===== src/design/fl_pkg.sv =====
`default_nettype none

package fl_pkg;

  // ==============================
  // Sizes
  // ==============================
  localparam int NUM_ADDR = 16;
  localparam int ADDR_W   = 4;
  localparam int DATA_W   = 16;
  localparam int CNT_W    = 5;  // Holds 0 to NUM_ADDR.
  localparam int READ_LAT = 2;

  typedef logic [ADDR_W-1:0] addr_t;
  typedef logic [DATA_W-1:0] data_t;
  typedef logic [CNT_W-1:0]  cnt_t;

  // ==============================
  // Request and response words
  // ==============================
  typedef struct packed {
    logic  vld;
    addr_t addr;
    data_t data;
  } wr_req_t;

  typedef struct packed {
    logic  vld;
    addr_t addr;
  } rd_req_t;

  typedef struct packed {
    logic  en;
    logic  we;
    addr_t addr;
    data_t data;
  } ram_cmd_t;

  typedef struct packed {
    logic  vld;
    data_t data;
  } rd_rsp_t;

endpackage

`default_nettype wire

===== src/design/fl_top.sv =====
`timescale 1ns/100ps
`default_nettype none

module fl_top (
  input  wire logic            clk,
  input  wire logic            rst,
  output logic                 ready,
  input  wire logic            malloc,
  output fl_pkg::addr_t        ma_adr,
  output logic                 ma_bp,
  input  wire fl_pkg::cnt_t    bp_thr,
  input  wire logic            dq_vld,
  input  wire fl_pkg::addr_t   dq_adr,
  input  wire fl_pkg::wr_req_t wr,
  input  wire fl_pkg::rd_req_t rd,
  output fl_pkg::rd_rsp_t      rd_rsp
);

  import fl_pkg::*;

  wr_req_t  buf_req;
  ram_cmd_t ram_cmd;
  logic     drain;
  logic     fwd_hit;
  data_t    fwd_data;
  data_t    ram_dout;

  // ==============================
  // Address management
  // ==============================
  free_list u_free_list (
    .clk    (clk),
    .rst    (rst),
    .malloc (malloc),
    .dq_vld (dq_vld),
    .dq_adr (dq_adr),
    .bp_thr (bp_thr),
    .ready  (ready),
    .ma_adr (ma_adr),
    .ma_bp  (ma_bp)
  );

  // ==============================
  // Data path
  // ==============================
  write_buffer u_write_buffer (
    .clk      (clk),
    .rst      (rst),
    .wr       (wr),
    .rd       (rd),
    .drain    (drain),
    .buf_req  (buf_req),
    .fwd_hit  (fwd_hit),
    .fwd_data (fwd_data)
  );

  bank_arbiter u_bank_arbiter (
    .rd      (rd),
    .buf_req (buf_req),
    .ram_cmd (ram_cmd),
    .drain   (drain)
  );

  data_ram u_data_ram (
    .clk      (clk),
    .ram_cmd  (ram_cmd),
    .ram_dout (ram_dout)
  );

  read_pipe u_read_pipe (
    .clk      (clk),
    .rst      (rst),
    .rd       (rd),
    .fwd_hit  (fwd_hit),
    .fwd_data (fwd_data),
    .ram_dout (ram_dout),
    .rd_rsp   (rd_rsp)
  );

endmodule

`default_nettype wire


===== src/design/read_pipe.sv =====
`timescale 1ns/100ps
`default_nettype none

module read_pipe (
  input  wire logic            clk,
  input  wire logic            rst,
  input  wire fl_pkg::rd_req_t rd,
  input  wire logic            fwd_hit,
  input  wire fl_pkg::data_t   fwd_data,
  input  wire fl_pkg::data_t   ram_dout,
  output fl_pkg::rd_rsp_t      rd_rsp
);

  import fl_pkg::*;

  logic  s1_vld;
  logic  s1_hit;
  data_t s1_data;
  logic  rsp_vld;
  data_t rsp_data;

  // ==============================
  // Valid pipeline
  // ==============================
  always_ff @(posedge clk) begin
    if (rst) begin
      s1_vld  <= 1'b0;
      rsp_vld <= 1'b0;
    end else begin
      s1_vld  <= rd.vld;
      rsp_vld <= s1_vld;
    end
  end

  // ==============================
  // Data pipeline
  // ==============================
  always_ff @(posedge clk) begin
    s1_hit   <= fwd_hit;
    s1_data  <= fwd_data;
    rsp_data <= s1_hit ? s1_data : ram_dout;  // RAM output lands here.
  end

  assign rd_rsp = '{vld: rsp_vld, data: rsp_data};

endmodule

`default_nettype wire


===== src/design/data_ram.sv =====
`timescale 1ns/100ps
`default_nettype none

module data_ram (
  input  wire logic             clk,
  input  wire fl_pkg::ram_cmd_t ram_cmd,
  output fl_pkg::data_t         ram_dout
);

  import fl_pkg::*;

  data_t mem [NUM_ADDR];

  always_ff @(posedge clk) begin
    if (ram_cmd.en) begin
      if (ram_cmd.we) begin
        mem[ram_cmd.addr] <= ram_cmd.data;
      end else begin
        ram_dout <= mem[ram_cmd.addr];  // Valid the next cycle.
      end
    end
  end

endmodule

`default_nettype wire


===== src/design/bank_arbiter.sv =====
`timescale 1ns/100ps
`default_nettype none

module bank_arbiter (
  input  wire fl_pkg::rd_req_t rd,
  input  wire fl_pkg::wr_req_t buf_req,
  output fl_pkg::ram_cmd_t     ram_cmd,
  output logic                 drain
);

  // Reads always win the port.
  assign drain = buf_req.vld && !rd.vld;

  always_comb begin
    ram_cmd.en   = rd.vld || buf_req.vld;
    ram_cmd.we   = drain;
    ram_cmd.addr = rd.vld ? rd.addr : buf_req.addr;
    ram_cmd.data = buf_req.data;  // Ignored on reads.
  end

endmodule

`default_nettype wire


===== src/design/write_buffer.sv =====
`timescale 1ns/100ps
`default_nettype none

module write_buffer (
  input  wire logic            clk,
  input  wire logic            rst,
  input  wire fl_pkg::wr_req_t wr,
  input  wire fl_pkg::rd_req_t rd,
  input  wire logic            drain,
  output fl_pkg::wr_req_t      buf_req,
  output logic                 fwd_hit,
  output fl_pkg::data_t        fwd_data
);

  import fl_pkg::*;

  logic  buf_vld;
  addr_t buf_addr;
  data_t buf_data;

  always_ff @(posedge clk) begin
    if (rst) begin
      buf_vld <= 1'b0;
    end else if (wr.vld) begin
      buf_vld <= 1'b1;
    end else if (drain) begin
      buf_vld <= 1'b0;
    end
  end

  always_ff @(posedge clk) begin
    if (wr.vld) begin
      buf_addr <= wr.addr;
      buf_data <= wr.data;
    end
  end

  assign buf_req = '{vld: buf_vld, addr: buf_addr, data: buf_data};

  // Read sees the pending write before it reaches the RAM.
  assign fwd_hit  = buf_vld && rd.vld && (rd.addr == buf_addr);
  assign fwd_data = buf_data;

  a_no_overflow: assert property (
    @(posedge clk) disable iff (rst)
    (wr.vld && buf_vld) |-> drain
  ) else $error("write arrived with an undrained entry held");

endmodule

`default_nettype wire


===== src/design/free_list.sv =====
`timescale 1ns/100ps
`default_nettype none

module free_list (
  input  wire logic          clk,
  input  wire logic          rst,
  input  wire logic          malloc,
  input  wire logic          dq_vld,
  input  wire fl_pkg::addr_t dq_adr,
  input  wire fl_pkg::cnt_t  bp_thr,
  output logic               ready,
  output fl_pkg::addr_t      ma_adr,
  output logic               ma_bp
);

  import fl_pkg::*;

  addr_t link [NUM_ADDR];  // Next free address per entry.
  addr_t head;
  cnt_t  free_cnt;
  addr_t init_idx;
  logic  pop;
  logic  push;

  // A malloc paired with a dequeue takes the returned address directly.
  assign pop  = ready && malloc && !dq_vld;
  assign push = ready && dq_vld && !malloc;

  assign ma_adr = (malloc && dq_vld) ? dq_adr : head;
  assign ma_bp  = !ready || (free_cnt <= bp_thr);

  // ==============================
  // Init sequence
  // ==============================
  always_ff @(posedge clk) begin
    if (rst) begin
      init_idx <= '0;
      ready    <= 1'b0;
    end else if (!ready) begin
      init_idx <= init_idx + 1'b1;
      if (init_idx == addr_t'(NUM_ADDR - 1)) begin
        ready <= 1'b1;  // Last link written.
      end
    end
  end

  // ==============================
  // Link array
  // ==============================
  always_ff @(posedge clk) begin
    if (!ready) begin
      link[init_idx] <= init_idx + 1'b1;  // Chain i to i+1.
    end else if (push) begin
      link[dq_adr] <= head;
    end
  end

  // ==============================
  // Head and count
  // ==============================
  always_ff @(posedge clk) begin
    if (rst) begin
      head     <= '0;
      free_cnt <= cnt_t'(NUM_ADDR);
    end else if (pop) begin
      head     <= link[head];
      free_cnt <= free_cnt - 1'b1;
    end else if (push) begin
      head     <= dq_adr;  // Last in, first out.
      free_cnt <= free_cnt + 1'b1;
    end
  end

  a_no_malloc_under_bp: assert property (
    @(posedge clk) disable iff (rst)
    malloc |-> !ma_bp
  ) else $error("malloc issued while ma_bp is high");

  a_no_dequeue_when_full: assert property (
    @(posedge clk) disable iff (rst)
    (dq_vld && !malloc) |-> (free_cnt < cnt_t'(NUM_ADDR))
  ) else $error("dequeue issued with free list full");

endmodule

`default_nettype wire


===== config.mk =====
export PLATFORM = sky130hd
export DESIGN_NAME = fl_top
export DESIGN_NICKNAME = d
export VERILOG_FILES = /design/src/design/fl_pkg.sv /design/src/design/fl_top.sv /design/src/design/read_pipe.sv /design/src/design/data_ram.sv /design/src/design/bank_arbiter.sv /design/src/design/write_buffer.sv /design/src/design/free_list.sv
export SDC_FILE = /design/constraint.sdc
export NUM_CORES = 1
export LEC_CHECK = 0
export BUFFER_PORTS_ARGS = -buffer_cell sky130_fd_sc_hd__buf_4
export CAP_MARGIN = 20
export CORE_ASPECT_RATIO = 1.4
export CORE_MARGIN = 10
export CORE_UTILIZATION = 40
export CTS_CLUSTER_SIZE = 30
export DETAILED_ROUTE_END_ITERATION = 16
export GPL_TIMING_DRIVEN = 0
export PLACE_DENSITY = 0.57
export SLEW_MARGIN = 20
export SYNTH_ARGS = -nofsm -noshare
export SYNTH_HDL_FRONTEND = slang
export SYNTH_SLANG_ARGS = --single-unit

===== constraint.sdc =====
create_clock -name clk -period 2.1 [get_ports clk]
set_clock_uncertainty 0.05 [all_clocks]
set_input_delay 0 -clock clk [delete_from_list [all_inputs] [get_ports clk]]
set_output_delay 0 -clock clk [all_outputs]
set_load 0.05 [all_outputs]

==> results of run 1 <==
per-stage QoR:
step,hold WS [ns],total power (uW)
final,0.117,17600
after global routing,0.126,18200
after CTS,0.0877,17700
after detailed placement,0.129,10600
after global placement,0.129,10600
after floorplan,0.0489,10100
sequential cells by signal, indices dropped and copies added, names as in the netlist, named ones only:
signal,count
u_read_pipe.rsp_vld,1
u_data_ram.ram_dout,16
u_write_buffer.fwd_data,16
u_read_pipe.rsp_data,16
u_read_pipe.s1_hit,1
u_free_list.head,4
u_read_pipe.s1_data,16
u_write_buffer.buf_vld,1
u_free_list.ready,1
u_free_list.init_idx,4
u_write_buffer.buf_addr,4
u_free_list.free_cnt,5
u_free_list.link,64
u_read_pipe.s1_vld,1
u_data_ram.mem,256
final cells by class:
class                           instances  area [um^2]  area share
Timing Repair Buffer                  122         1090      0.0575
Tap cell                              478          598      0.0316
Clock inverter                         17          175     0.00926
Inverter                               14         52.6     0.00278
Buffer                                 45          402      0.0212
Clock buffer                           53         1090      0.0576
Sequential cell                       410        11800       0.623
Multi-Input combinational cell        431         3740       0.197
kinds of logic after synthesis:
kind of cell	count (synthesis)	share of synthesized area
AOI/OAI and AO/OA	177	0.0782
xor gates and xnor gates	14	0.00795
adders and majority gates	8	0.00649
buffers and inverters	65	0.0204
DFF	410	0.763
muxes	104	0.0822
and+or+nand+nor	128	0.0415
synth_stat cells (all sizes together), types with 12 or more instances:
cell type,instances
inv,14
or4,16
nand2,20
dfxtp,54
a21oi,39
mux2i,67
buf,19
clkbuf,32
o22ai,39
edfxtp,356
nor2,49
mux4,16
mux2,21
nor2b,12
a22oi,65
layout by cell type, fill, tap and decap left out, types with 5 or more instances in the layout:
cell type / netlist / final
sky130_fd_sc_hd__edfxtp_1: 356 / 356
sky130_fd_sc_hd__buf_4: 3 / 77
sky130_fd_sc_hd__mux2i_1: 67 / 65
sky130_fd_sc_hd__a22oi_1: 65 / 55
sky130_fd_sc_hd__dfxtp_1: 54 / 51
sky130_fd_sc_hd__clkbuf_16: 0 / 40
sky130_fd_sc_hd__o22ai_1: 39 / 39
sky130_fd_sc_hd__dlygate4sd3_1: 0 / 34
sky130_fd_sc_hd__a21oi_1: 39 / 30
sky130_fd_sc_hd__buf_6: 7 / 22
sky130_fd_sc_hd__mux2_2: 21 / 21
sky130_fd_sc_hd__nor2_2: 0 / 19
sky130_fd_sc_hd__nand2_1: 20 / 17
sky130_fd_sc_hd__nor2_1: 49 / 17
sky130_fd_sc_hd__mux4_2: 16 / 16
sky130_fd_sc_hd__clkbuf_1: 32 / 15
sky130_fd_sc_hd__inv_1: 14 / 14
sky130_fd_sc_hd__nor2_4: 0 / 13
sky130_fd_sc_hd__or4_1: 16 / 12
sky130_fd_sc_hd__a22oi_2: 0 / 10
sky130_fd_sc_hd__a21oi_2: 0 / 9
sky130_fd_sc_hd__clkbuf_8: 0 / 9
sky130_fd_sc_hd__nor2b_1: 11 / 9
sky130_fd_sc_hd__xnor2_1: 8 / 8
sky130_fd_sc_hd__nor3_1: 8 / 8
sky130_fd_sc_hd__clkinv_2: 0 / 8
sky130_fd_sc_hd__clkbuf_4: 0 / 7
sky130_fd_sc_hd__nand3_1: 8 / 7
sky130_fd_sc_hd__ha_1: 8 / 7
sky130_fd_sc_hd__xor2_1: 6 / 6
sky130_fd_sc_hd__nand2b_1: 7 / 5
sky130_fd_sc_hd__clkbuf_2: 0 / 5
worst reg2reg max path, stage by stage, from the launching register on:
cell	delay, ns
sky130_fd_sc_hd__edfxtp_1	0.39
sky130_fd_sc_hd__nor2b_4	0.16
sky130_fd_sc_hd__a21oi_2	0.14
sky130_fd_sc_hd__buf_6	0.20
sky130_fd_sc_hd__buf_12	0.17
sky130_fd_sc_hd__mux2i_2	0.23
sky130_fd_sc_hd__o22ai_1	0.14
sky130_fd_sc_hd__or4_1	0.55
how the worst min path moves through the flow:
stage	start	end
after floorplan	wr[16]	u_write_buffer.buf_addr[0]$_DFFE_PP_
after global placement	wr[9]	u_write_buffer.fwd_data[9]$_DFFE_PP_
after detailed placement	wr[10]	u_write_buffer.fwd_data[10]$_DFFE_PP_
after CTS	rd[4]	u_data_ram.mem[2][1]$_DFFE_PP_
after global routing	wr[0]	u_write_buffer.fwd_data[0]$_DFFE_PP_
final	rd[4]	u_data_ram.mem[0][1]$_DFFE_PP_
power by group:
part           leakage (uW)  internal [uW]  total (uW)  switching (uW)
logic               0.00215            552        1330             782
clock network      0.000626           4030        6980            2960
registers           0.00370           9140        9310             168
metal layers:
| layer | part of all wire | up-vias | track usage |
|---|---|---|---|
| met2 | 0.56 | 154 | 0.282 |
| li1 | - | 3895 | - |
| met1 | 0.39 | 4203 | 0.170 |
| met3 | 0.033 | 48 | 0.0237 |
| met4 | 0.022 | 0 | 0.0446 |
| met5 | 0 | - | 0 |
repair_timing:
item | CTS | global route
endpoints found under the setup margin | 211 | 162
gates cloned | 0 | 0
hold buffers | 34 | 0
pin swaps | 5 | 7
setup buffers | 7 | 5
resized for setup | 105 | 47
endpoints found under the hold margin | 54 | 0
==> flow_results.xml, run 1 <==
<?xml version="1.0" encoding="UTF-8"?>
<metrics>
  <group name="setup_path">
    <metric name="critical_path.cell_chain" unit="">nor2b_4 -&gt; a21oi_2 -&gt; buf_6 -&gt; buf_12 -&gt; mux2i_2 -&gt; o22ai_1 -&gt; or4_1</metric>
    <metric name="critPathCapture" unit="">u_data_ram.ram_dout[9]$_DFFE_PP_</metric>
    <metric name="crit_required" unit="ns">2.34</metric>
    <metric name="critical_path.max_stage_delay" unit="ns">0.55</metric>
    <metric name="path_buf_inv" unit="">2</metric>
    <metric name="setup.worst_path.end_class" unit="">register</metric>
    <metric name="cp-start-kind" unit="">register</metric>
    <metric name="slowest_stage" unit="">sky130_fd_sc_hd__or4_1</metric>
    <metric name="worst_path_dominant_cell_family" unit="">simple AND/OR/NAND/NOR gates</metric>
    <metric name="rr_worst_depth" unit="">7</metric>
    <metric name="path_class" unit="">reg2reg</metric>
    <metric name="rr_endpoint" unit="">u_data_ram.ram_dout[9]$_DFFE_PP_</metric>
    <metric name="worstSetupStartpoint" unit="">u_write_buffer.buf_addr[0]$_DFFE_PP_</metric>
    <metric name="cp_data_arrival_time" unit="ns">2.52</metric>
    <metric name="critical_path_peak_fanout" unit="">10</metric>
    <metric name="r2r_slack" unit="ns">-0.19</metric>
    <metric name="worstSetupPathDepth" unit="">7</metric>
    <metric name="r2r_start" unit="">u_write_buffer.buf_addr[0]$_DFFE_PP_</metric>
  </group>
  <group name="synth">
    <metric name="syn-mean-instance-area" unit="um^2">17.0</metric>
    <metric name="postSynthCellCount" unit="">906</metric>
    <metric name="synth_top_area_share" unit="">0.693</metric>
    <metric name="synth_nets" unit="">953</metric>
    <metric name="fraction_of_synthesis_flops_using_an_asynchronous_set_or_reset_pin" unit="">0</metric>
    <metric name="synth-edff-count" unit="">356</metric>
    <metric name="top_cell_type_by_total_area_after_synthesis" unit="">sky130_fd_sc_hd__edfxtp_1</metric>
    <metric name="synth-seq-area-share" unit="">0.763</metric>
    <metric name="synth-main-ff-cell" unit="">sky130_fd_sc_hd__edfxtp_1</metric>
    <metric name="ys_seq_elements" unit="">410</metric>
    <metric name="yosysUniqueCellTypes" unit="">47</metric>
    <metric name="yosys_warnings" unit="">0</metric>
    <metric name="post_synth_instance_area" unit="mm^2">0.0154</metric>
    <metric name="most_area_consuming_cells_after_synthesis" unit="">sky130_fd_sc_hd__edfxtp_1, sky130_fd_sc_hd__dfxtp_1, sky130_fd_sc_hd__mux2i_1, sky130_fd_sc_hd__a22oi_1, sky130_fd_sc_hd__mux4_2</metric>
  </group>
  <group name="die">
    <metric name="core_region_area" unit="mm^2">0.0383</metric>
    <metric name="die_area" unit="mm^2">0.0469</metric>
    <metric name="placement_rows" unit="">85</metric>
    <metric name="top_level_ports" unit="">62</metric>
    <metric name="starting_density_of_the_core" unit="">0.403</metric>
    <metric name="die_width" unit="um">186</metric>
    <metric name="dieHeight" unit="um">252</metric>
  </group>
  <group name="power">
    <metric name="power_per_cell_area" unit="mW/mm^2">932</metric>
    <metric name="total_leakage_power" unit="uW">0.00648</metric>
    <metric name="vdd.ir_drop.worst" unit="V">0.000541</metric>
  </group>
  <group name="timing">
    <metric name="period_needed" unit="ns">2.29</metric>
    <metric name="setup-violations-final" unit="">16</metric>
    <metric name="timing_max_transition_violations_final" unit="">0</metric>
    <metric name="grt_setup_unrepaired" unit="">true</metric>
    <metric name="worst_pin_slew" unit="ns">0.765</metric>
    <metric name="fin_crit_sh" unit="">1.09</metric>
    <metric name="hold_viol_final" unit="">0</metric>
    <metric name="tns" unit="ns">-1.91</metric>
    <metric name="fmaxAchievable" unit="MHz">438</metric>
    <metric name="worst_slack" unit="ns">-0.186</metric>
    <metric name="max-slew-margin-rel" unit="">0.490</metric>
  </group>
  <group name="drt">
    <metric name="first_pass_iters" unit="">5</metric>
    <metric name="drt-initial-drc-count" unit="">606</metric>
    <metric name="avgViaCountPerCell" unit="">5.29</metric>
    <metric name="routed_wirelength" unit="um">34800</metric>
    <metric name="final_antenna_net_count" unit="">0</metric>
    <metric name="route.detailed.drc" unit="">0</metric>
    <metric name="via_count" unit="">8300</metric>
    <metric name="wl_per_cell" unit="um">22.2</metric>
  </group>
  <group name="global_routing">
    <metric name="grt_pass1_wl" unit="um">53100</metric>
    <metric name="grt_pass1_vias" unit="">8706</metric>
    <metric name="global_route.usage.total" unit="">0.150</metric>
    <metric name="antenna_found_initial" unit="">0</metric>
    <metric name="globalRoute.totalOverflow" unit="">0</metric>
    <metric name="maximum_number_of_pins_on_one_net_before_global_route_repair" unit="">22</metric>
  </group>
  <group name="worst_hold_path">
    <metric name="hold_class" unit="">in2reg</metric>
    <metric name="min_delay_path_depth" unit="">3</metric>
  </group>
  <group name="placement">
    <metric name="placedCellCount" unit="">1460</metric>
    <metric name="hpwl" unit="um">24000</metric>
    <metric name="dp_slack" unit="ns">-0.808</metric>
    <metric name="globalplace.congestion" unit="">0.838</metric>
    <metric name="placedInstanceArea" unit="mm^2">0.0167</metric>
    <metric name="i_o_buffers" unit="">59</metric>
  </group>
  <group name="finish">
    <metric name="design_area" unit="mm^2">0.0189</metric>
    <metric name="final_util" unit="">0.494</metric>
    <metric name="post_route_cells_drive_above_1_share" unit="">0.284</metric>
    <metric name="n_fill_cell" unit="">3207</metric>
    <metric name="area_growth_syn_to_layout" unit="%">22.7</metric>
    <metric name="final-instance-count-excl-fill" unit="">1570</metric>
    <metric name="final_net_count" unit="">1111</metric>
    <metric name="diodes" unit="">0</metric>
  </group>
  <group name="clock_tree">
    <metric name="clk_latency" unit="ns">0.55</metric>
    <metric name="h-tree-depth" unit="">2</metric>
    <metric name="clock-root-buffer" unit="">sky130_fd_sc_hd__clkbuf_16</metric>
    <metric name="tritoncts_sinks" unit="">410</metric>
    <metric name="clk_path_buf_depth" unit="">3</metric>
    <metric name="cts_tree" unit="">built</metric>
    <metric name="numCtsBuffers" unit="">40</metric>
    <metric name="path_clk_slew" unit="ns">0.06</metric>
  </group>
  <group name="run_status">
    <metric name="status" unit="">finished, violations left</metric>
    <metric name="violations" unit="">negative setup slack</metric>
  </group>
  <group name="job">
    <metric name="maxCapViolCount" unit="">0</metric>
  </group>
</metrics>
No activity file was read; power rests on OpenSTA's default activity.
==> run 2, diff against run 1 <==
==> constraint.sdc (replaced) <==
create_clock -name clk -period 1.85 [get_ports clk]
set_clock_uncertainty 0.05 [all_clocks]
set_input_delay 0 -clock clk [delete_from_list [all_inputs] [get_ports clk]]
set_output_delay 0 -clock clk [all_outputs]
set_load 0.05 [all_outputs]
==> flow_results.xml, run 2 (synthesized netlist as in run 1, its figures left out) <==
<?xml version="1.0" encoding="UTF-8"?>
<metrics>
  <group name="run_status">
    <metric name="status" unit="">finished, violations left</metric>
    <metric name="violations" unit="">negative setup slack</metric>
  </group>
  <group name="placement">
    <metric name="globalplace.congestion" unit="">0.845</metric>
    <metric name="placedInstanceArea" unit="mm^2">0.0167</metric>
    <metric name="i_o_buffers" unit="">59</metric>
    <metric name="dp_slack" unit="ns">-1.02</metric>
    <metric name="hpwl" unit="um">24400</metric>
  </group>
  <group name="timing">
    <metric name="hold-worst-slack" unit="ns">0.127</metric>
    <metric name="setup-violations-final" unit="">132</metric>
    <metric name="worst_pin_slew" unit="ns">0.672</metric>
    <metric name="fmaxAchievable" unit="MHz">433</metric>
    <metric name="worst_slack" unit="ns">-0.460</metric>
    <metric name="hold_viol_final" unit="">0</metric>
    <metric name="period_needed" unit="ns">2.31</metric>
    <metric name="grt_setup_unrepaired" unit="">true</metric>
    <metric name="max-slew-margin-rel" unit="">0.552</metric>
    <metric name="fin_crit_sh" unit="">1.25</metric>
    <metric name="timing_max_transition_violations_final" unit="">0</metric>
  </group>
  <group name="power">
    <metric name="total_leakage_power" unit="uW">0.00676</metric>
    <metric name="seq_power_share" unit="">0.536</metric>
    <metric name="power_internal" unit="uW">15200</metric>
    <metric name="p_clk_frac" unit="">0.377</metric>
    <metric name="power.combinational.fraction" unit="">0.088</metric>
    <metric name="sw_frac_of_total" unit="">0.228</metric>
    <metric name="power_per_cell_area" unit="mW/mm^2">995</metric>
    <metric name="net-switching-power" unit="uW">4510</metric>
    <metric name="vdd.ir_drop.worst" unit="V">0.000589</metric>
  </group>
  <group name="setup_path">
    <metric name="cp-start-kind" unit="">register</metric>
    <metric name="rr_endpoint" unit="">u_data_ram.ram_dout[7]$_DFFE_PP_</metric>
    <metric name="setup.worst_path.end_class" unit="">register</metric>
    <metric name="r2r_start" unit="">u_write_buffer.buf_addr[0]$_DFFE_PP_</metric>
    <metric name="rr_worst_depth" unit="">7</metric>
    <metric name="critical_path_peak_fanout" unit="">8</metric>
    <metric name="path_class" unit="">reg2reg</metric>
    <metric name="crit_required" unit="ns">2.09</metric>
    <metric name="cp_data_arrival_time" unit="ns">2.55</metric>
    <metric name="r2r_slack" unit="ns">-0.46</metric>
  </group>
  <group name="clock_tree">
    <metric name="clk_path_buf_depth" unit="">3</metric>
    <metric name="numCtsBuffers" unit="">39</metric>
    <metric name="clock-root-buffer" unit="">sky130_fd_sc_hd__clkbuf_16</metric>
    <metric name="cts_tree" unit="">built</metric>
    <metric name="tritoncts_sinks" unit="">410</metric>
    <metric name="path_clk_slew" unit="ns">0.06</metric>
    <metric name="clk_latency" unit="ns">0.54</metric>
    <metric name="h-tree-depth" unit="">2</metric>
  </group>
  <group name="drt">
    <metric name="drt-initial-drc-count" unit="">734</metric>
    <metric name="avgViaCountPerCell" unit="">5.47</metric>
    <metric name="final_antenna_net_count" unit="">0</metric>
    <metric name="via_count" unit="">8784</metric>
    <metric name="wl_per_cell" unit="um">24.1</metric>
    <metric name="route.detailed.drc" unit="">0</metric>
    <metric name="routed_wirelength" unit="um">38600</metric>
    <metric name="first_pass_iters" unit="">5</metric>
  </group>
  <group name="job">
    <metric name="maxCapViolCount" unit="">0</metric>
  </group>
  <group name="finish">
    <metric name="diodes" unit="">0</metric>
    <metric name="layout.cells.most_common_list" unit="">sky130_fd_sc_hd__edfxtp_1, sky130_fd_sc_hd__buf_4, sky130_fd_sc_hd__mux2i_1</metric>
    <metric name="regMostFlops" unit="">u_data_ram.mem</metric>
    <metric name="largest_register_ff_count" unit="">256</metric>
    <metric name="final_common_cell" unit="">sky130_fd_sc_hd__edfxtp_1</metric>
    <metric name="final_net_count" unit="">1145</metric>
    <metric name="post_route_cells_drive_above_1_share" unit="">0.329</metric>
    <metric name="largestRegisters" unit="">u_data_ram.mem (256), u_free_list.link (64)</metric>
    <metric name="area_growth_syn_to_layout" unit="%">28.7</metric>
    <metric name="design_area" unit="mm^2">0.0199</metric>
  </group>
  <group name="die">
    <metric name="die_area" unit="mm^2">0.0469</metric>
    <metric name="dieHeight" unit="um">252</metric>
    <metric name="starting_density_of_the_core" unit="">0.403</metric>
    <metric name="top_level_ports" unit="">62</metric>
    <metric name="placement_rows" unit="">85</metric>
    <metric name="die_width" unit="um">186</metric>
    <metric name="core_region_area" unit="mm^2">0.0383</metric>
  </group>
  <group name="global_routing">
    <metric name="global_route.usage.total" unit="">0.164</metric>
    <metric name="antenna_found_initial" unit="">0</metric>
    <metric name="globalRoute.totalOverflow" unit="">0</metric>
    <metric name="maximum_number_of_pins_on_one_net_before_global_route_repair" unit="">22</metric>
    <metric name="grt_pass1_wl" unit="um">57600</metric>
    <metric name="grt_pass1_vias" unit="">9248</metric>
  </group>
  <group name="worst_hold_path">
    <metric name="hold_path.startpoint" unit="">wr[8]</metric>
    <metric name="hold_class" unit="">in2reg</metric>
    <metric name="worstHoldEndpoint" unit="">u_write_buffer.fwd_data[8]$_DFFE_PP_</metric>
    <metric name="min_delay_path_depth" unit="">2</metric>
  </group>
</metrics>
==> run 2: per-layer routing <==
layer,share of wire,routed length [um],GRT usage,vias to the layer above
met5,0,0,0,-
met4,0.021,814,0.0480,0
met3,0.039,1520,0.0245,53
met2,0.56,21600,0.306,231
met1,0.38,14700,0.189,4517
li1,-,-,-,3983
==> run 2: power by group through the flow <==
stage	Sequential (uW)	Clock (uW)	Combinational [uW]
after floorplan	10800	0	717
after global placement	10800	0	1340
after detailed placement	10800	0	1350
after CTS	10600	7600	1640
after global routing	10600	7960	1840
final	10600	7440	1740
==> run 2: critical path, cell delays in order (launching register included) <==
cell and delay (ns):
sky130_fd_sc_hd__edfxtp_1 0.45, sky130_fd_sc_hd__nor2b_4 0.19, sky130_fd_sc_hd__a21oi_4 0.18, sky130_fd_sc_hd__buf_12 0.19, sky130_fd_sc_hd__buf_12 0.16, sky130_fd_sc_hd__mux2i_4 0.24
sky130_fd_sc_hd__o22ai_2 0.09, sky130_fd_sc_hd__or4_1 0.51
==> run 2: area by class of cell <==
type                            instances  area [um^2]
Buffer                                 47          524
Clock buffer                           57         1090
Clock inverter                         14         80.1
Fill cell                            3085        18400
Inverter                               14         56.3
Multi-Input combinational cell        431         4140
Sequential cell                       410        11800
Tap cell                              478          598
Timing Repair Buffer                  155         1570
==> run 2: worst max-delay path by stage <==
stage,slack [ns],to,startpoint,depth (start not counted)
floorplan,-0.22,u_data_ram.ram_dout[10]$_DFFE_PP_,u_write_buffer.buf_addr[0]$_DFFE_PP_,7
global placement,-0.96,u_data_ram.ram_dout[7]$_DFFE_PP_,u_write_buffer.buf_addr[2]$_DFFE_PP_,6
detailed placement,-1.02,u_data_ram.ram_dout[13]$_DFFE_PP_,u_write_buffer.buf_addr[2]$_DFFE_PP_,6
CTS,-0.46,u_data_ram.ram_dout[4]$_DFFE_PP_,u_write_buffer.buf_addr[0]$_DFFE_PP_,8
global route,-0.52,u_data_ram.ram_dout[10]$_DFFE_PP_,u_write_buffer.buf_addr[0]$_DFFE_PP_,7
finish,-0.46,u_data_ram.ram_dout[7]$_DFFE_PP_,u_write_buffer.buf_addr[0]$_DFFE_PP_,7
==> run 2: repair_timing <==
item                                    4_1_cts  5_1_grt
hold endpoints to repair                     54        1
cloned                                        2        2
pin swaps                                    27       11
endpoints found under the setup margin      422      379
setup buffers                                44       13
hold buffers                                 33        4
gates resized for setup                     161       53
==> run 2: stage by stage <==
step	util	cells	setup TNS, ns	power, uW
6_report	0.519	1606	-8.71	19700
5_1_grt	0.519	1606	-11.29	20400
4_1_cts	0.507	1589	-7.48	19800
3_5_place_dp	0.436	1443	-190.52	12100
3_3_place_gp	0.436	1443	-178.15	12100
2_1_floorplan	-	906	-3.28	11600
